$ cat config.mk
export PLATFORM = sky130hd
export DESIGN_NAME = pcie_tx
export DESIGN_NICKNAME = d
export VERILOG_FILES = /design/src/logic/pcie_tx_pkg.sv /design/src/logic/beat_counter.sv /design/src/logic/payload_aligner.sv /design/src/logic/pcie_tx.sv /design/src/logic/tlp_header_gen.sv /design/src/logic/tx_sequencer.sv
export SDC_FILE = /design/constraint.sdc
export NUM_CORES = 1
export LEC_CHECK = 0
export ABC_AREA = 0
export BUFFER_PORTS_ARGS = -buffer_cell sky130_fd_sc_hd__buf_4
export CAP_MARGIN = 20
export CORE_ASPECT_RATIO = 0.5
export CORE_MARGIN = 8
export CORE_UTILIZATION = 35
export CTS_CLUSTER_DIAMETER = 30
export CTS_CLUSTER_SIZE = 24
export DETAILED_ROUTE_END_ITERATION = 16
export SLEW_MARGIN = 20
export SYNTH_ARGS = -nofsm -noshare
export SYNTH_HDL_FRONTEND = slang
export SYNTH_SLANG_ARGS = --single-unit
$ cat constraint.sdc
create_clock -name clock -period 4.8 [get_ports clock]
set_input_delay 0.72 -clock clock [delete_from_list [all_inputs] [get_ports clock]]
set_output_delay 0.72 -clock clock [all_outputs]
set_load 0.01 [all_outputs]
$ cat src/logic/pcie_tx_pkg.sv
`default_nettype none

package pcie_tx_pkg;

   // sequencer phase, one value per output beat slot
   typedef enum logic [3:0] {
      idle,
      cpl_hdr,
      cpl_data0,
      cpl_data1,
      rd_hdr,
      rd_addr,
      wr_hdr,
      wr_first,
      wr_body,
      wr_tail
   } tx_state_e;

   // packet opcode
   typedef enum logic [1:0] {
      completion,
      mem_read,
      mem_write
   } tlp_kind_e;

   // one beat toward the core
   typedef struct packed {
      logic [63:0] data;
      logic        one_dw; // only data[31:0] valid
      logic        last;
   } tx_beat_t;

   // what the sequencer tells the data path
   typedef struct packed {
      tlp_kind_e kind;
      tx_state_e state;
      logic      addr_32;  // 3 dword header
      logic      advance;  // output register takes a beat this cycle
   } beat_sel_t;

   // fmt/type byte of header dword 0
   localparam logic [7:0] CPL_FMT_TYPE = 8'h4a; // cpld, 3dw
   localparam logic [7:0] MRD_FMT      = 8'h00;
   localparam logic [7:0] MWR_FMT      = 8'h40;
   localparam logic [7:0] FMT_4DW      = 8'h20; // or'd in for 64-bit address

   localparam logic [7:0]  BE_ALL     = 8'hff;  // first and last byte enables
   localparam logic [9:0]  CPL_LEN_DW = 10'd2;
   localparam logic [11:0] CPL_BYTES  = 12'd8;

   // byte reversal into pcie dword order
   function automatic logic [31:0] es_dw(input logic [31:0] x);
      return {x[7:0], x[15:8], x[23:16], x[31:24]};
   endfunction

endpackage

`default_nettype wire

$ cat src/logic/beat_counter.sv
`default_nettype none

module beat_counter #(
   parameter int WR_BEATS = 16
) (
   input  logic clock,
   input  logic reset,
   input  logic count_clear,
   input  logic count_en,
   output logic data_done
);

   localparam int CW = $clog2(WR_BEATS + 1);

   logic [CW-1:0] count_q; // data requests issued so far

   always_ff @(posedge clock)
   begin
      if (reset || count_clear)
         count_q <= '0;
      else if (count_en)
         count_q <= count_q + 1'b1;
   end

   // high once the final request has gone out, which also stops count_en
   assign data_done = (count_q == CW'(WR_BEATS));

endmodule

`default_nettype wire

$ cat src/logic/payload_aligner.sv
`default_nettype none

module payload_aligner import pcie_tx_pkg::*; (
   input  logic        clock,
   input  logic        reset,
   input  beat_sel_t   sel,
   input  logic [63:0] wr_addr,
   input  logic [63:0] wr_data,
   input  logic [63:0] rc_data,
   output tx_beat_t    data_beat
);

   logic [63:0] prev_q;     // write word fetched on the previous advance
   logic [31:0] cur_lo_sw;
   logic [31:0] prev_lo_sw;
   logic [31:0] prev_hi_sw;

   always_ff @(posedge clock)
   begin
      if (reset)
         prev_q <= '0;
      else if (sel.advance && sel.kind == mem_write)
         prev_q <= wr_data;
   end

   assign cur_lo_sw  = es_dw(wr_data[31:0]);
   assign prev_lo_sw = es_dw(prev_q[31:0]);
   assign prev_hi_sw = es_dw(prev_q[63:32]);

   always_comb
   begin
      data_beat = '0;
      case (sel.state)
         cpl_data1:
         begin
            data_beat.data   = {32'h0, es_dw(rc_data[63:32])};
            data_beat.one_dw = 1'b1;
            data_beat.last   = 1'b1;
         end
         wr_first:
         begin
            // 3dw header puts the first payload dword next to the address
            if (sel.addr_32)
               data_beat.data = {cur_lo_sw, wr_addr[31:0]};
            else
               data_beat.data = {wr_addr[31:0], wr_addr[63:32]};
         end
         wr_body:
         begin
            if (sel.addr_32)
               data_beat.data = {cur_lo_sw, prev_hi_sw}; // shifted by one dword
            else
               data_beat.data = {prev_hi_sw, prev_lo_sw};
         end
         wr_tail:
         begin
            data_beat.data   = sel.addr_32 ? {32'h0, prev_hi_sw} : {prev_hi_sw, prev_lo_sw};
            data_beat.one_dw = sel.addr_32;   // odd dword count left over
            data_beat.last   = 1'b1;
         end
         default:
            data_beat = '0;
      endcase
   end

endmodule

`default_nettype wire

$ cat src/logic/pcie_tx.sv
`default_nettype none

module pcie_tx import pcie_tx_pkg::*; #(
   parameter int WR_BEATS  = 16,
   parameter int RD_LEN_DW = 128
) (
   input  logic        clock,
   input  logic        reset,
   input  logic [15:0] pcie_id,
   input  logic        rc_done,
   input  logic [31:0] rc_dw2,
   input  logic [63:0] rc_data,
   input  logic        rr_valid,
   input  logic [63:0] rr_addr,
   input  logic [7:0]  rr_tag,
   output logic        rr_ready,
   input  logic        wr_valid,
   input  logic [63:0] wr_addr,
   input  logic [63:0] wr_data,
   output logic        wr_ready, // one pulse per wanted wr_data word
   input  logic        tx_tready,
   output logic [63:0] tx_tdata,
   output logic        tx_1dw,
   output logic        tx_tlast,
   output logic        tx_tvalid
);

   logic      advance;
   logic      data_done;
   logic      count_en;
   logic      count_clear;
   logic      use_hdr;
   beat_sel_t sel;
   tx_beat_t  hdr_beat;
   tx_beat_t  data_beat;
   tx_beat_t  next_beat;

   // output register free or being drained
   assign advance = tx_tready || !tx_tvalid;

   tx_sequencer #(.WR_BEATS(WR_BEATS)) i_tx_sequencer (
      .clock       (clock),
      .reset       (reset),
      .advance     (advance),
      .rc_done     (rc_done),
      .rr_valid    (rr_valid),
      .wr_valid    (wr_valid),
      .rr_addr_32  (rr_addr[63:32] == 32'h0),
      .wr_addr_32  (wr_addr[63:32] == 32'h0),
      .data_done   (data_done),
      .sel         (sel),
      .rr_ready    (rr_ready),
      .wr_ready    (wr_ready),
      .count_en    (count_en),
      .count_clear (count_clear)
   );

   beat_counter #(.WR_BEATS(WR_BEATS)) i_beat_counter (
      .clock       (clock),
      .reset       (reset),
      .count_clear (count_clear),
      .count_en    (count_en),
      .data_done   (data_done)
   );

   tlp_header_gen #(.WR_BEATS(WR_BEATS), .RD_LEN_DW(RD_LEN_DW)) i_tlp_header_gen (
      .sel      (sel),
      .pcie_id  (pcie_id),
      .rc_dw2   (rc_dw2),
      .rc_data  (rc_data),
      .rr_addr  (rr_addr),
      .rr_tag   (rr_tag),
      .wr_addr  (wr_addr),
      .hdr_beat (hdr_beat)
   );

   payload_aligner i_payload_aligner (
      .clock     (clock),
      .reset     (reset),
      .sel       (sel),
      .wr_addr   (wr_addr),
      .wr_data   (wr_data),
      .rc_data   (rc_data),
      .data_beat (data_beat)
   );

   always_comb
   begin
      case (sel.state)
         cpl_hdr, cpl_data0, rd_hdr, rd_addr, wr_hdr: use_hdr = 1'b1;
         default:                                     use_hdr = 1'b0;
      endcase
   end

   assign next_beat = use_hdr ? hdr_beat : data_beat;

   always_ff @(posedge clock)
   begin
      if (reset)
      begin
         tx_tvalid <= 1'b0;
         tx_tlast  <= 1'b0;
      end
      else if (advance)
      begin
         tx_tvalid <= (sel.state != idle);
         tx_tlast  <= next_beat.last;
      end
   end

   always_ff @(posedge clock)
   begin
      if (advance)
      begin
         tx_tdata <= next_beat.data;
         tx_1dw   <= next_beat.one_dw;
      end
   end

endmodule

`default_nettype wire

$ cat src/logic/tlp_header_gen.sv
`default_nettype none

module tlp_header_gen import pcie_tx_pkg::*; #(
   parameter int WR_BEATS  = 16,
   parameter int RD_LEN_DW = 128
) (
   input  beat_sel_t   sel,
   input  logic [15:0] pcie_id,
   input  logic [31:0] rc_dw2,
   input  logic [63:0] rc_data,
   input  logic [63:0] rr_addr,
   input  logic [7:0]  rr_tag,
   input  logic [63:0] wr_addr,
   output tx_beat_t    hdr_beat
);

   localparam logic [9:0] RD_LEN = 10'(RD_LEN_DW);
   localparam logic [9:0] WR_LEN = 10'(2 * WR_BEATS); // two dwords per data word

   logic [7:0]  fmt_4dw;
   logic [63:0] rd_addr_beat;

   // header dword 0 with tc, attr and td all zero
   function automatic logic [31:0] dw0(input logic [7:0] fmt_type, input logic [9:0] len);
      return {fmt_type, 14'h0, len};
   endfunction

   assign fmt_4dw = sel.addr_32 ? 8'h00 : FMT_4DW;

   // 64-bit address goes out upper dword first
   assign rd_addr_beat = sel.addr_32 ? {32'h0, rr_addr[31:0]}
                                     : {rr_addr[31:0], rr_addr[63:32]};

   always_comb
   begin
      hdr_beat = '0;
      case (sel.state)
         cpl_hdr:
            hdr_beat.data = {pcie_id, 4'h0, CPL_BYTES, dw0(CPL_FMT_TYPE, CPL_LEN_DW)};
         cpl_data0:
            hdr_beat.data = {es_dw(rc_data[31:0]), rc_dw2}; // dw2 plus first payload dword
         rd_hdr:
            hdr_beat.data = {pcie_id, rr_tag, BE_ALL, dw0(MRD_FMT | fmt_4dw, RD_LEN)};
         rd_addr:
         begin
            hdr_beat.data   = rd_addr_beat;
            hdr_beat.one_dw = sel.addr_32;
            hdr_beat.last   = 1'b1;
         end
         wr_hdr:
            hdr_beat.data = {pcie_id, 8'h00, BE_ALL, dw0(MWR_FMT | fmt_4dw, WR_LEN)};
         default:
            hdr_beat = '0;
      endcase
   end

endmodule

`default_nettype wire

$ cat src/logic/tx_sequencer.sv
`default_nettype none

module tx_sequencer import pcie_tx_pkg::*; #(
   parameter int WR_BEATS = 16
) (
   input  logic      clock,
   input  logic      reset,
   input  logic      advance,
   input  logic      rc_done,
   input  logic      rr_valid,
   input  logic      wr_valid,
   input  logic      rr_addr_32,
   input  logic      wr_addr_32,
   input  logic      data_done,
   output beat_sel_t sel,
   output logic      rr_ready,
   output logic      wr_ready,
   output logic      count_en,
   output logic      count_clear
);

   tx_state_e state_q;
   tx_state_e state_nx;
   tx_state_e next_pkt; // first beat of the packet picked at a boundary
   logic      rc_pend_q;
   logic      wr_32_q;
   logic      wr_fetch;

   function automatic logic is_last_beat(input tx_state_e s);
      return (s == cpl_data1) || (s == rd_addr) || (s == wr_tail);
   endfunction

   function automatic tlp_kind_e kind_of(input tx_state_e s);
      case (s)
         rd_hdr, rd_addr:                    return mem_read;
         wr_hdr, wr_first, wr_body, wr_tail: return mem_write;
         default:                            return completion;
      endcase
   endfunction

   // priority pick, a request that just ended is not restarted on the same edge
   always_comb
   begin
      if (rc_pend_q && state_q != cpl_data1)
         next_pkt = cpl_hdr;
      else if (rr_valid && state_q != rd_addr)
         next_pkt = rd_hdr;
      else if (wr_valid && state_q != wr_tail)
         next_pkt = wr_hdr;
      else
         next_pkt = idle;
   end

   always_comb
   begin
      if (state_q == idle || is_last_beat(state_q))
         state_nx = next_pkt;
      else
      begin
         case (state_q)
            cpl_hdr:   state_nx = cpl_data0;
            cpl_data0: state_nx = cpl_data1;
            rd_hdr:    state_nx = rd_addr;
            wr_hdr:    state_nx = wr_first;
            wr_first:  state_nx = (WR_BEATS == 1) ? wr_tail : wr_body; // no body for one word
            wr_body:   state_nx = data_done ? wr_tail : wr_body;
            default:   state_nx = idle;
         endcase
      end
   end

   always_ff @(posedge clock)
   begin
      if (reset)
      begin
         state_q   <= idle;
         rc_pend_q <= 1'b0;
         wr_32_q   <= 1'b1;
      end
      else
      begin
         if (advance)
            state_q <= state_nx;
         if (rc_done) // a new strobe wins over the clear
            rc_pend_q <= 1'b1;
         else if (advance && state_q == cpl_data1)
            rc_pend_q <= 1'b0;
         if (state_q == wr_hdr)
            wr_32_q <= wr_addr_32; // hold width for the rest of the write
      end
   end

   assign wr_fetch = (state_q == wr_hdr) || (state_q == wr_first) || (state_q == wr_body);

   assign rr_ready    = advance && (state_q == rd_addr);
   assign wr_ready    = advance && wr_fetch && !data_done;
   assign count_en    = wr_ready;
   assign count_clear = advance && (state_nx == wr_hdr); // entering a write header

   always_comb
   begin
      sel.kind    = kind_of(state_q);
      sel.state   = state_q;
      sel.advance = advance;
      case (state_q)
         rd_hdr, rd_addr:            sel.addr_32 = rr_addr_32;
         wr_hdr:                     sel.addr_32 = wr_addr_32;
         wr_first, wr_body, wr_tail: sel.addr_32 = wr_32_q;
         default:                    sel.addr_32 = 1'b1;
      endcase
   end

endmodule

`default_nettype wire

==> metrics.md, run 1 <==
| Metric | Value |
|---|---|
| Combinational group share of total power | 0.406 |
| Number of vias per cell | 5.98 |
| Post-layout minimum cycle time | between 3 and 4 ns |
| Area inside the core boundary | between 0.02 and 0.025 mm^2 |
| Area growth from synthesis to layout | 49.5% |
| Switching share of power | 0.359 |
| Relative max-transition margin | 0.294 |
| Initial antenna violation count | 1 |
| EDFF count, synth | 65 |
| Setup slack on the worst flop-to-flop path | approximately 1.6 ns |
| Worst hold start | i_payload_aligner.prev_q[30] |
| Dominant register cell in the synthesized netlist | sky130_fd_sc_hd__dfxtp_1 |
| Leakage power total | roughly 4.5 nW |
| Clock latency of the later-clocked register in the worst-skew pair | between 0.4 and 0.5 ns |
| Clock sink total | roughly 140 |
| Transition at the pin with the smallest max-transition slack | 1.06 ns |
| Worst min-delay path endpoint | i_payload_aligner.prev_q[30] |
| CTS HTree Levels | 4 |
| Setup CP Type | in -> out |
| First-pass GRT wire length | around 54000 um |
| Top cell type's share of synthesized area | 0.257 |
| Pin count of the biggest net entering global routing | 78 |
| Hold_buf cts | 0 |
| Required time of the critical path | 4.08 ns |
| Detailed Routing Iterations Pass 1 | 8 |
| Top library cells by usage in the layout, fill and taps aside | 404 x sky130_fd_sc_hd__buf_4, 140 x sky130_fd_sc_hd__nand2_1, 86 x sky130_fd_sc_hd__a21oi_1 |
| Num CTS Buffers | 17 |
| CP bufs+invs | 3 |
| Setup Fix Bufs, Post-CTS | 0 |
| Crit path cell chain | buf_4 > nor2b_1 > inv_2 > and2_1 > buf_4 |
| Nature of the critical path startpoint | input pin |
| Cell family with the largest share of critical-path delay | simple AND/OR/NAND/NOR gates |
| Share of async-settable or async-resettable flops after synthesis | 0 |
| Length in cells of the worst reg-to-reg path | 5 |
| Number of DRC violations after detailed routing | 0 |
| Power share of the sequential group | 0.333 |
| Post-DRT Antenna Nets | 0 |
| VDD IR max | around 270 uV |
| RR Endpoint | tx_tdata[1] |
| Total routed wirelength | around 38000 um |
| Crit path max fanout | 30 |
| Yosys warning total | 0 |
| Final worst hold slack | ~0.46 ns |
| Share of synthesized area occupied by flip-flops and latches | 0.459 |
| Setup-failing EPs final | 0 |
| Number of register bits inferred by synthesis | ~140 |
| Power after layout | between 5 and 6 mW |
| Cell type with the highest occurrence count on the critical path | sky130_fd_sc_hd__buf_4 |
| Synth Instances | around 800 |
| Library cells used by synthesis | 60 |
| Startpoint of the worst register-to-register path | i_tx_sequencer.state_q[3] |
| Max Root-Sink Buffers | 2 |
| Post-cts gate resize count | 0 |
| Share of power burned in the clock network | 0.261 |
| Die Span Y | 120 um |
| Worst Hold Class | reg -> reg |
| First-iteration detailed-routing DRC count | about 1100 |
| Initial cell density of the core | 0.354 |
| # IOs | 387 |
| Hold-critical path depth | 2 |
| Top post-synthesis cells by area | sky130_fd_sc_hd__edfxtp_1 26%, sky130_fd_sc_hd__dfxtp_1 20%, sky130_fd_sc_hd__a222oi_1 8.3% |
| Slowest stage cell, crit path | sky130_fd_sc_hd__nor2b_1 |
| Share of post-route cells with drive strength above 1 | 0.393 |
| Power density of the placed cells | approximately 500 mW/mm^2 |
| Final GP Congestion | 0.848 |
| Internal cell power | between 3 and 4 mW |
| Most common library cell in the layout ignoring fill and taps | sky130_fd_sc_hd__buf_4 |
| Largest stage delay on the critical path | about 0.8 ns |
| Net load switching power | between 2 and 2.5 mW |
| Number of max-capacitance violations reported | 0 |
| CTS tree | done |
| CP arrival | around 2.6 ns |
| Total routing usage reported by global routing | 0.263 |
| CTS clk-pin slew, worst paths | approximately 0.060 ns |
| RSZ-0062 raised after global routing | false |
| Remaining global-route overflow | 0 |
| Sum of net half-perimeters after detailed placement | 27400 um |
| Number of hold violations in the final report | 0 |
| Share of the clock period used by the worst path | 0.701 |
| Sum of negative setup slack | 0 ns |
| Die width | 224 um |
| Clock Skews | ~0.012 ns |
| Number of global-route vias before repair | between 8000 and 9000 |
| Max Freq | slightly below 0.3 GHz |
| Post-synthesis instance area | roughly 0.0076 mm^2 |
| Post-synth top area cell | sky130_fd_sc_hd__edfxtp_1 |
| Count of vias placed by the detailed router | just under 9000 |
| Die ar. | 0.0270 mm^2 |
| Total Nets Final | 1469 |
| Synth Area per Inst | 9.39 um^2 |
| Input/output buffers | slightly below 400 |
| Row cnt | 38 |
| Max-slew violation count | 0 |
| Average wire per cell in the routed design | about 26 um |
| Root Buffer Master | sky130_fd_sc_hd__clkbuf_16 |
| Critical path endpoint category | primary output |
| Synthesized net count | 1130 |
| Status | finished, final reports clean |
## power groups by stage
stage | Sequential, mW | Combinational (mW) | Clock [mW]
3_5_place_dp | 1.89 | 2.27 | 0
5_1_grt | 1.91 | 2.44 | 1.53
2_1_floorplan | 1.99 | 1.08 | 0
4_1_cts | 1.87 | 2.28 | 1.48
6_report | 1.87 | 2.29 | 1.47
3_3_place_gp | 1.89 | 2.23 | 0
## how the worst max path moves through the flow
stage               slack, ns           end  cells past startpoint   startpoint
detailed placement       1.26  tx_tdata[32]                      7  wr_addr[50]
floorplan                1.11      rr_ready                      4    tx_tready
CTS                      1.46      rr_ready                      5    tx_tready
finish                   1.44      rr_ready                      5    tx_tready
global route             1.35      rr_ready                      5    tx_tready
global placement         1.27  tx_tdata[32]                      7  wr_addr[50]
## area by class of cell
cell class | count | area, um^2
antenna | 2 | 5.00
clock buffer | 20 | 447
clock inverter | 12 | 193
fill | 2072 | 10100
inverter | 5 | 18.8
multi-input combinational | 577 | 3770
sequential | 142 | 3490
tap | 300 | 375
timing repair buffer | 406 | 3070
## sequential cells by signal (all words and copies together) (netlist names)
register / cells
i_payload_aligner.prev_q: 64
tx_tdata: 64
i_beat_counter.count_q: 5
i_tx_sequencer.state_q: 4
i_tx_sequencer.rc_pend_q: 1
i_tx_sequencer.wr_32_q: 1
tx_1dw: 1
tx_tlast: 1
tx_tvalid: 1
## stage by stage
step / util / instances / instance area (um^2) / setup WS, ns
6_report: 0.529 / 1464 / 11400 / 1.44
5_1_grt: 0.529 / 1463 / 11400 / 1.35
4_1_cts: 0.529 / 1462 / 11400 / 1.46
3_5_place_dp: 0.499 / 1430 / 10700 / 1.26
3_3_place_gp: 0.499 / 1430 / 10700 / 1.27
2_1_floorplan: - / 810 / 7600 / 1.11
## worst register-to-register path, stage by stage (launching register included)
cell and delay (ns):
sky130_fd_sc_hd__dfxtp_1 0.94, sky130_fd_sc_hd__and4b_2 0.59, sky130_fd_sc_hd__buf_12 0.33, sky130_fd_sc_hd__a222oi_1 0.72, sky130_fd_sc_hd__o41a_1 0.28, sky130_fd_sc_hd__mux2i_1 0.07
## synth_stat cells (2+ instances only)
cell type / number
sky130_fd_sc_hd__nor3b_1: 3
sky130_fd_sc_hd__a21oi_1: 86
sky130_fd_sc_hd__ha_1: 2
sky130_fd_sc_hd__inv_1: 3
sky130_fd_sc_hd__or3b_1: 3
sky130_fd_sc_hd__a22oi_1: 50
sky130_fd_sc_hd__a21oi_2: 2
sky130_fd_sc_hd__nor3_2: 3
sky130_fd_sc_hd__nor4bb_1: 2
sky130_fd_sc_hd__buf_4: 8
sky130_fd_sc_hd__dfxtp_1: 77
sky130_fd_sc_hd__clkbuf_1: 49
sky130_fd_sc_hd__xnor2_1: 2
sky130_fd_sc_hd__buf_2: 27
sky130_fd_sc_hd__nor4_1: 16
sky130_fd_sc_hd__nor2_1: 13
sky130_fd_sc_hd__clkinv_1: 2
sky130_fd_sc_hd__o211ai_1: 64
sky130_fd_sc_hd__o21ai_0: 8
sky130_fd_sc_hd__nor2b_1: 3
sky130_fd_sc_hd__xor2_1: 3
sky130_fd_sc_hd__mux2i_1: 5
sky130_fd_sc_hd__a211oi_1: 4
sky130_fd_sc_hd__a31oi_1: 29
sky130_fd_sc_hd__nor4b_2: 2
sky130_fd_sc_hd__o41a_1: 3
sky130_fd_sc_hd__nand4_1: 6
sky130_fd_sc_hd__nand2b_1: 3
sky130_fd_sc_hd__a222oi_1: 63
sky130_fd_sc_hd__edfxtp_1: 65
sky130_fd_sc_hd__nand2_1: 141
sky130_fd_sc_hd__nor3_1: 10
sky130_fd_sc_hd__and3_1: 26
## per-layer routing
metal / track usage / part of all wire / up-vias
met4: 0.106 / 0.036 / 0
li1: - / - / 3913
met1: 0.334 / 0.39 / 4278
met3: 0.0491 / 0.080 / 75
met5: 0 / 0 / -
met2: 0.441 / 0.49 / 483
## cells by family after synthesis
kind of cell / share of synthesized area
AOI/OAI and AO/OA: 0.309
and+or+nand+nor: 0.161
DFF: 0.459
buffers and inverters: 0.0543
xor gates and xnor gates: 0.00576
muxes: 0.00658
adders and majority gates: 0.00329
Power figures use the tool's default switching activity.
==> run 2, diff against run 1 <==
- clock period: 4.8 -> 3.3 ns (I/O delays scaled with it)
==> run 2 against run 1 <==
Effect of this change:
- via count grew 0.33%
- worst hold slack worse by 0.18 ns
- first-iteration DRC count rose by 9.2%
- combinational power increased by 49%
- largest power group unchanged
- clock power up 25%
- total power is 42% higher
- highest routed layer unchanged
==> metrics.md, run 2 (synthesized netlist as in run 1, its figures left out) <==
| Metric | Value |
|---|---|
| Clock sink total | 142 (unchanged) |
| Area inside the core boundary | 0.0215 mm^2 (unchanged) |
| Sum of negative setup slack | 0 ns (unchanged) |
| Share of post-route cells with drive strength above 1 | 0.399 (was 0.393) |
| Max-slew violation count | 0 (unchanged) |
| Input/output buffers | 386 (unchanged) |
| Row cnt | 38 (unchanged) |
| CTS tree | done (unchanged) |
| Total Nets Final | 1480 (was 1469) |
| Post-DRT Antenna Nets | 0 (unchanged) |
| Transition at the pin with the smallest max-transition slack | 1.01 ns (was 1.06 ns) |
| Largest registers | i_payload_aligner.prev_q x64, tx_tdata x64, i_beat_counter.count_q x5 (unchanged) |
| Max Freq | roughly 0.32 GHz |
| Number of max-capacitance violations reported | 0 (unchanged) |
| Area growth from synthesis to layout | 50.0% (was 49.5%) |
| Average wire per cell in the routed design | 25.6 um (was 25.7 um) |
| Root Buffer Master | sky130_fd_sc_hd__clkbuf_16 (unchanged) |
| Crit path max fanout | 18 (was 30) |
| Required time of the critical path | 2.80 ns (was 4.08 ns) |
| Pin count of the biggest net entering global routing | 78 (unchanged) |
| Total routed wirelength | 37800 um (was 37700 um) |
| Power after layout | 8.00 mW (was 5.63 mW) |
| Critical path endpoint category | primary output (unchanged) |
| Power density of the placed cells | 701 mW/mm^2 (was 495 mW/mm^2) |
| VDD IR max | 315 uV (was 271 uV) |
| Last element of the critical path | wr_ready (was rr_ready) |
| CTS HTree Levels | 4 (unchanged) |
| Worst setup slack after layout | 0.214 ns (was 1.44 ns) |
| Number of global-route vias before repair | 8640 (was 8777) |
| Count of vias placed by the detailed router | 8778 (was 8749) |
| Final GP Congestion | 0.875 (was 0.848) |
| First-pass GRT wire length | 54600 um (was 54500 um) |
| Final worst hold slack | 0.281 ns (was 0.458 ns) |
| Length in cells of the worst reg-to-reg path | 6 (was 5) |
| # IOs | 387 (unchanged) |
| Most common library cell in the layout ignoring fill and taps | sky130_fd_sc_hd__buf_4 (unchanged) |
| Sum of net half-perimeters after detailed placement | 27800 um (was 27400 um) |
| Num CTS Buffers | 17 (unchanged) |
| Setup-failing EPs final | 0 (unchanged) |
| Die ar. | 0.0270 mm^2 (unchanged) |
| Remaining global-route overflow | 0 (unchanged) |
| Share of the clock period used by the worst path | 0.935 |
| Post-layout minimum cycle time | 3.09 ns |
| Status | finished, final reports clean (unchanged) |
| Final standard cell count with taps included and fillers excluded | 1476 (was 1464) |
| Worst Hold Class | in -> reg (was reg -> reg) |
| Nature of the critical path startpoint | flop (was input pin) |
| Total placed instance area | 0.0108 mm^2 (was 0.0107 mm^2) |
| Clock Skews | 0.00736 ns (was 0.0122 ns) |
| Number of DRC violations after detailed routing | 0 (unchanged) |
| Relative max-transition margin | 0.329 (was 0.294) |
| Number of hold violations in the final report | 0 (unchanged) |
| Startpoint of the worst register-to-register path | i_tx_sequencer.state_q[3] (unchanged) |
| RSZ-0062 raised after global routing | false (unchanged) |
| Setup CP Type | reg -> out (was in -> out) |
| Startpoint of the most critical setup path | i_tx_sequencer.state_q[3] (was tx_tready) |
| Leakage power total | 4.53 nW (was 4.50 nW) |
| Max Root-Sink Buffers | 2 (unchanged) |
| Initial antenna violation count | 3 (was 1) |
| Top library cells by usage in the layout, fill and taps aside | 412 x sky130_fd_sc_hd__buf_4, 140 x sky130_fd_sc_hd__nand2_1, 86 x sky130_fd_sc_hd__a21oi_1 (was 404 x sky130_fd_sc_hd__buf_4, 140 x sky130_fd_sc_hd__nand2_1, 86 x sky130_fd_sc_hd__a21oi_1) |
| Setup Fix Bufs, Post-CTS | 0 (unchanged) |
| Die Span Y | 120 um (unchanged) |
| Clock latency of the later-clocked register in the worst-skew pair | 0.43 ns (was 0.42 ns) |
| Detailed Routing Iterations Pass 1 | 10 (was 8) |
| Hold_buf cts | 0 (unchanged) |
| First-iteration detailed-routing DRC count | 1228 (was 1125) |
| Number of vias per cell | 5.95 (was 5.98) |
| Share of the core filled with cells | 0.531 (was 0.529) |
| RR Endpoint | tx_tdata[20] (was tx_tdata[1]) |
| Non-Filler Cell Area, Final | 0.0114 mm^2 (about the same) |
| CP arrival | 2.59 ns (was 2.64 ns) |
| Setup slack on the worst flop-to-flop path | 0.59 ns (was 1.60 ns) |
| Placed Cells incl. Taps | 1440 (was 1430) |
| Worst slack at placement | 0.421 ns (was 1.26 ns) |
| Post-cts gate resize count | 0 (unchanged) |
| Die width | 224 um (unchanged) |
| Total routing usage reported by global routing | 0.265 (was 0.263) |
| Initial cell density of the core | 0.354 (unchanged) |
| CTS clk-pin slew, worst paths | 0.06 ns (about the same) |
-- run 2: cell types whose count changed in the layout (fill, tap and decap cells not counted), sizes merged --
cell,previous run,this run
buf,406,417
bufinv,5,1
diode,2,3
clkinvlp,2,1
inv,4,3
clkinv,6,12
-- run 2: critical path: stages, from the launching register on --
cell	delay, ns
sky130_fd_sc_hd__dfxtp_1	0.73
sky130_fd_sc_hd__buf_4	0.28
sky130_fd_sc_hd__or4b_4	0.52
sky130_fd_sc_hd__a211oi_4	0.43
sky130_fd_sc_hd__buf_4	0.20
-- run 2: final cells by class --
cell class	count	area, um^2
fillers	2025	10100
clock inverters	12	97.6
repair buffers	417	3200
multi-input cells	577	3770
diodes	3	7.51
flip-flops and latches	142	3490
clock buffers	20	447
inverters	5	20.0
well taps	300	375
-- run 2: power by group --
| group | switching (mW) | internal, mW | total (mW) |
|---|---|---|---|
| Combinational | 1.95 | 1.47 | 3.42 |
| Clock | 0.791 | 1.05 | 1.84 |
| Sequential | 0.245 | 2.50 | 2.74 |
| Total | 2.99 | 5.01 | 8.00 |
-- run 2: how the worst min path moves through the flow --
stage	cells past startpoint	to	from
after floorplan	2	i_payload_aligner.prev_q[0]	i_payload_aligner.prev_q[0]
after global placement	2	i_payload_aligner.prev_q[49]	i_payload_aligner.prev_q[49]
after detailed placement	2	i_payload_aligner.prev_q[21]	i_payload_aligner.prev_q[21]
after CTS	3	i_tx_sequencer.rc_pend_q	rc_done
after global routing	3	i_tx_sequencer.rc_pend_q	rc_done
final	3	i_tx_sequencer.rc_pend_q	rc_done
-- run 2: metal layers --
metal  GRT usage  routed length [um]  vias up
met5           0                   0        -
met4       0.103                1170        0
met3      0.0467                2820       71
met2       0.431               18000      472
met1       0.350               15800     4287
li1            -                   -     3948
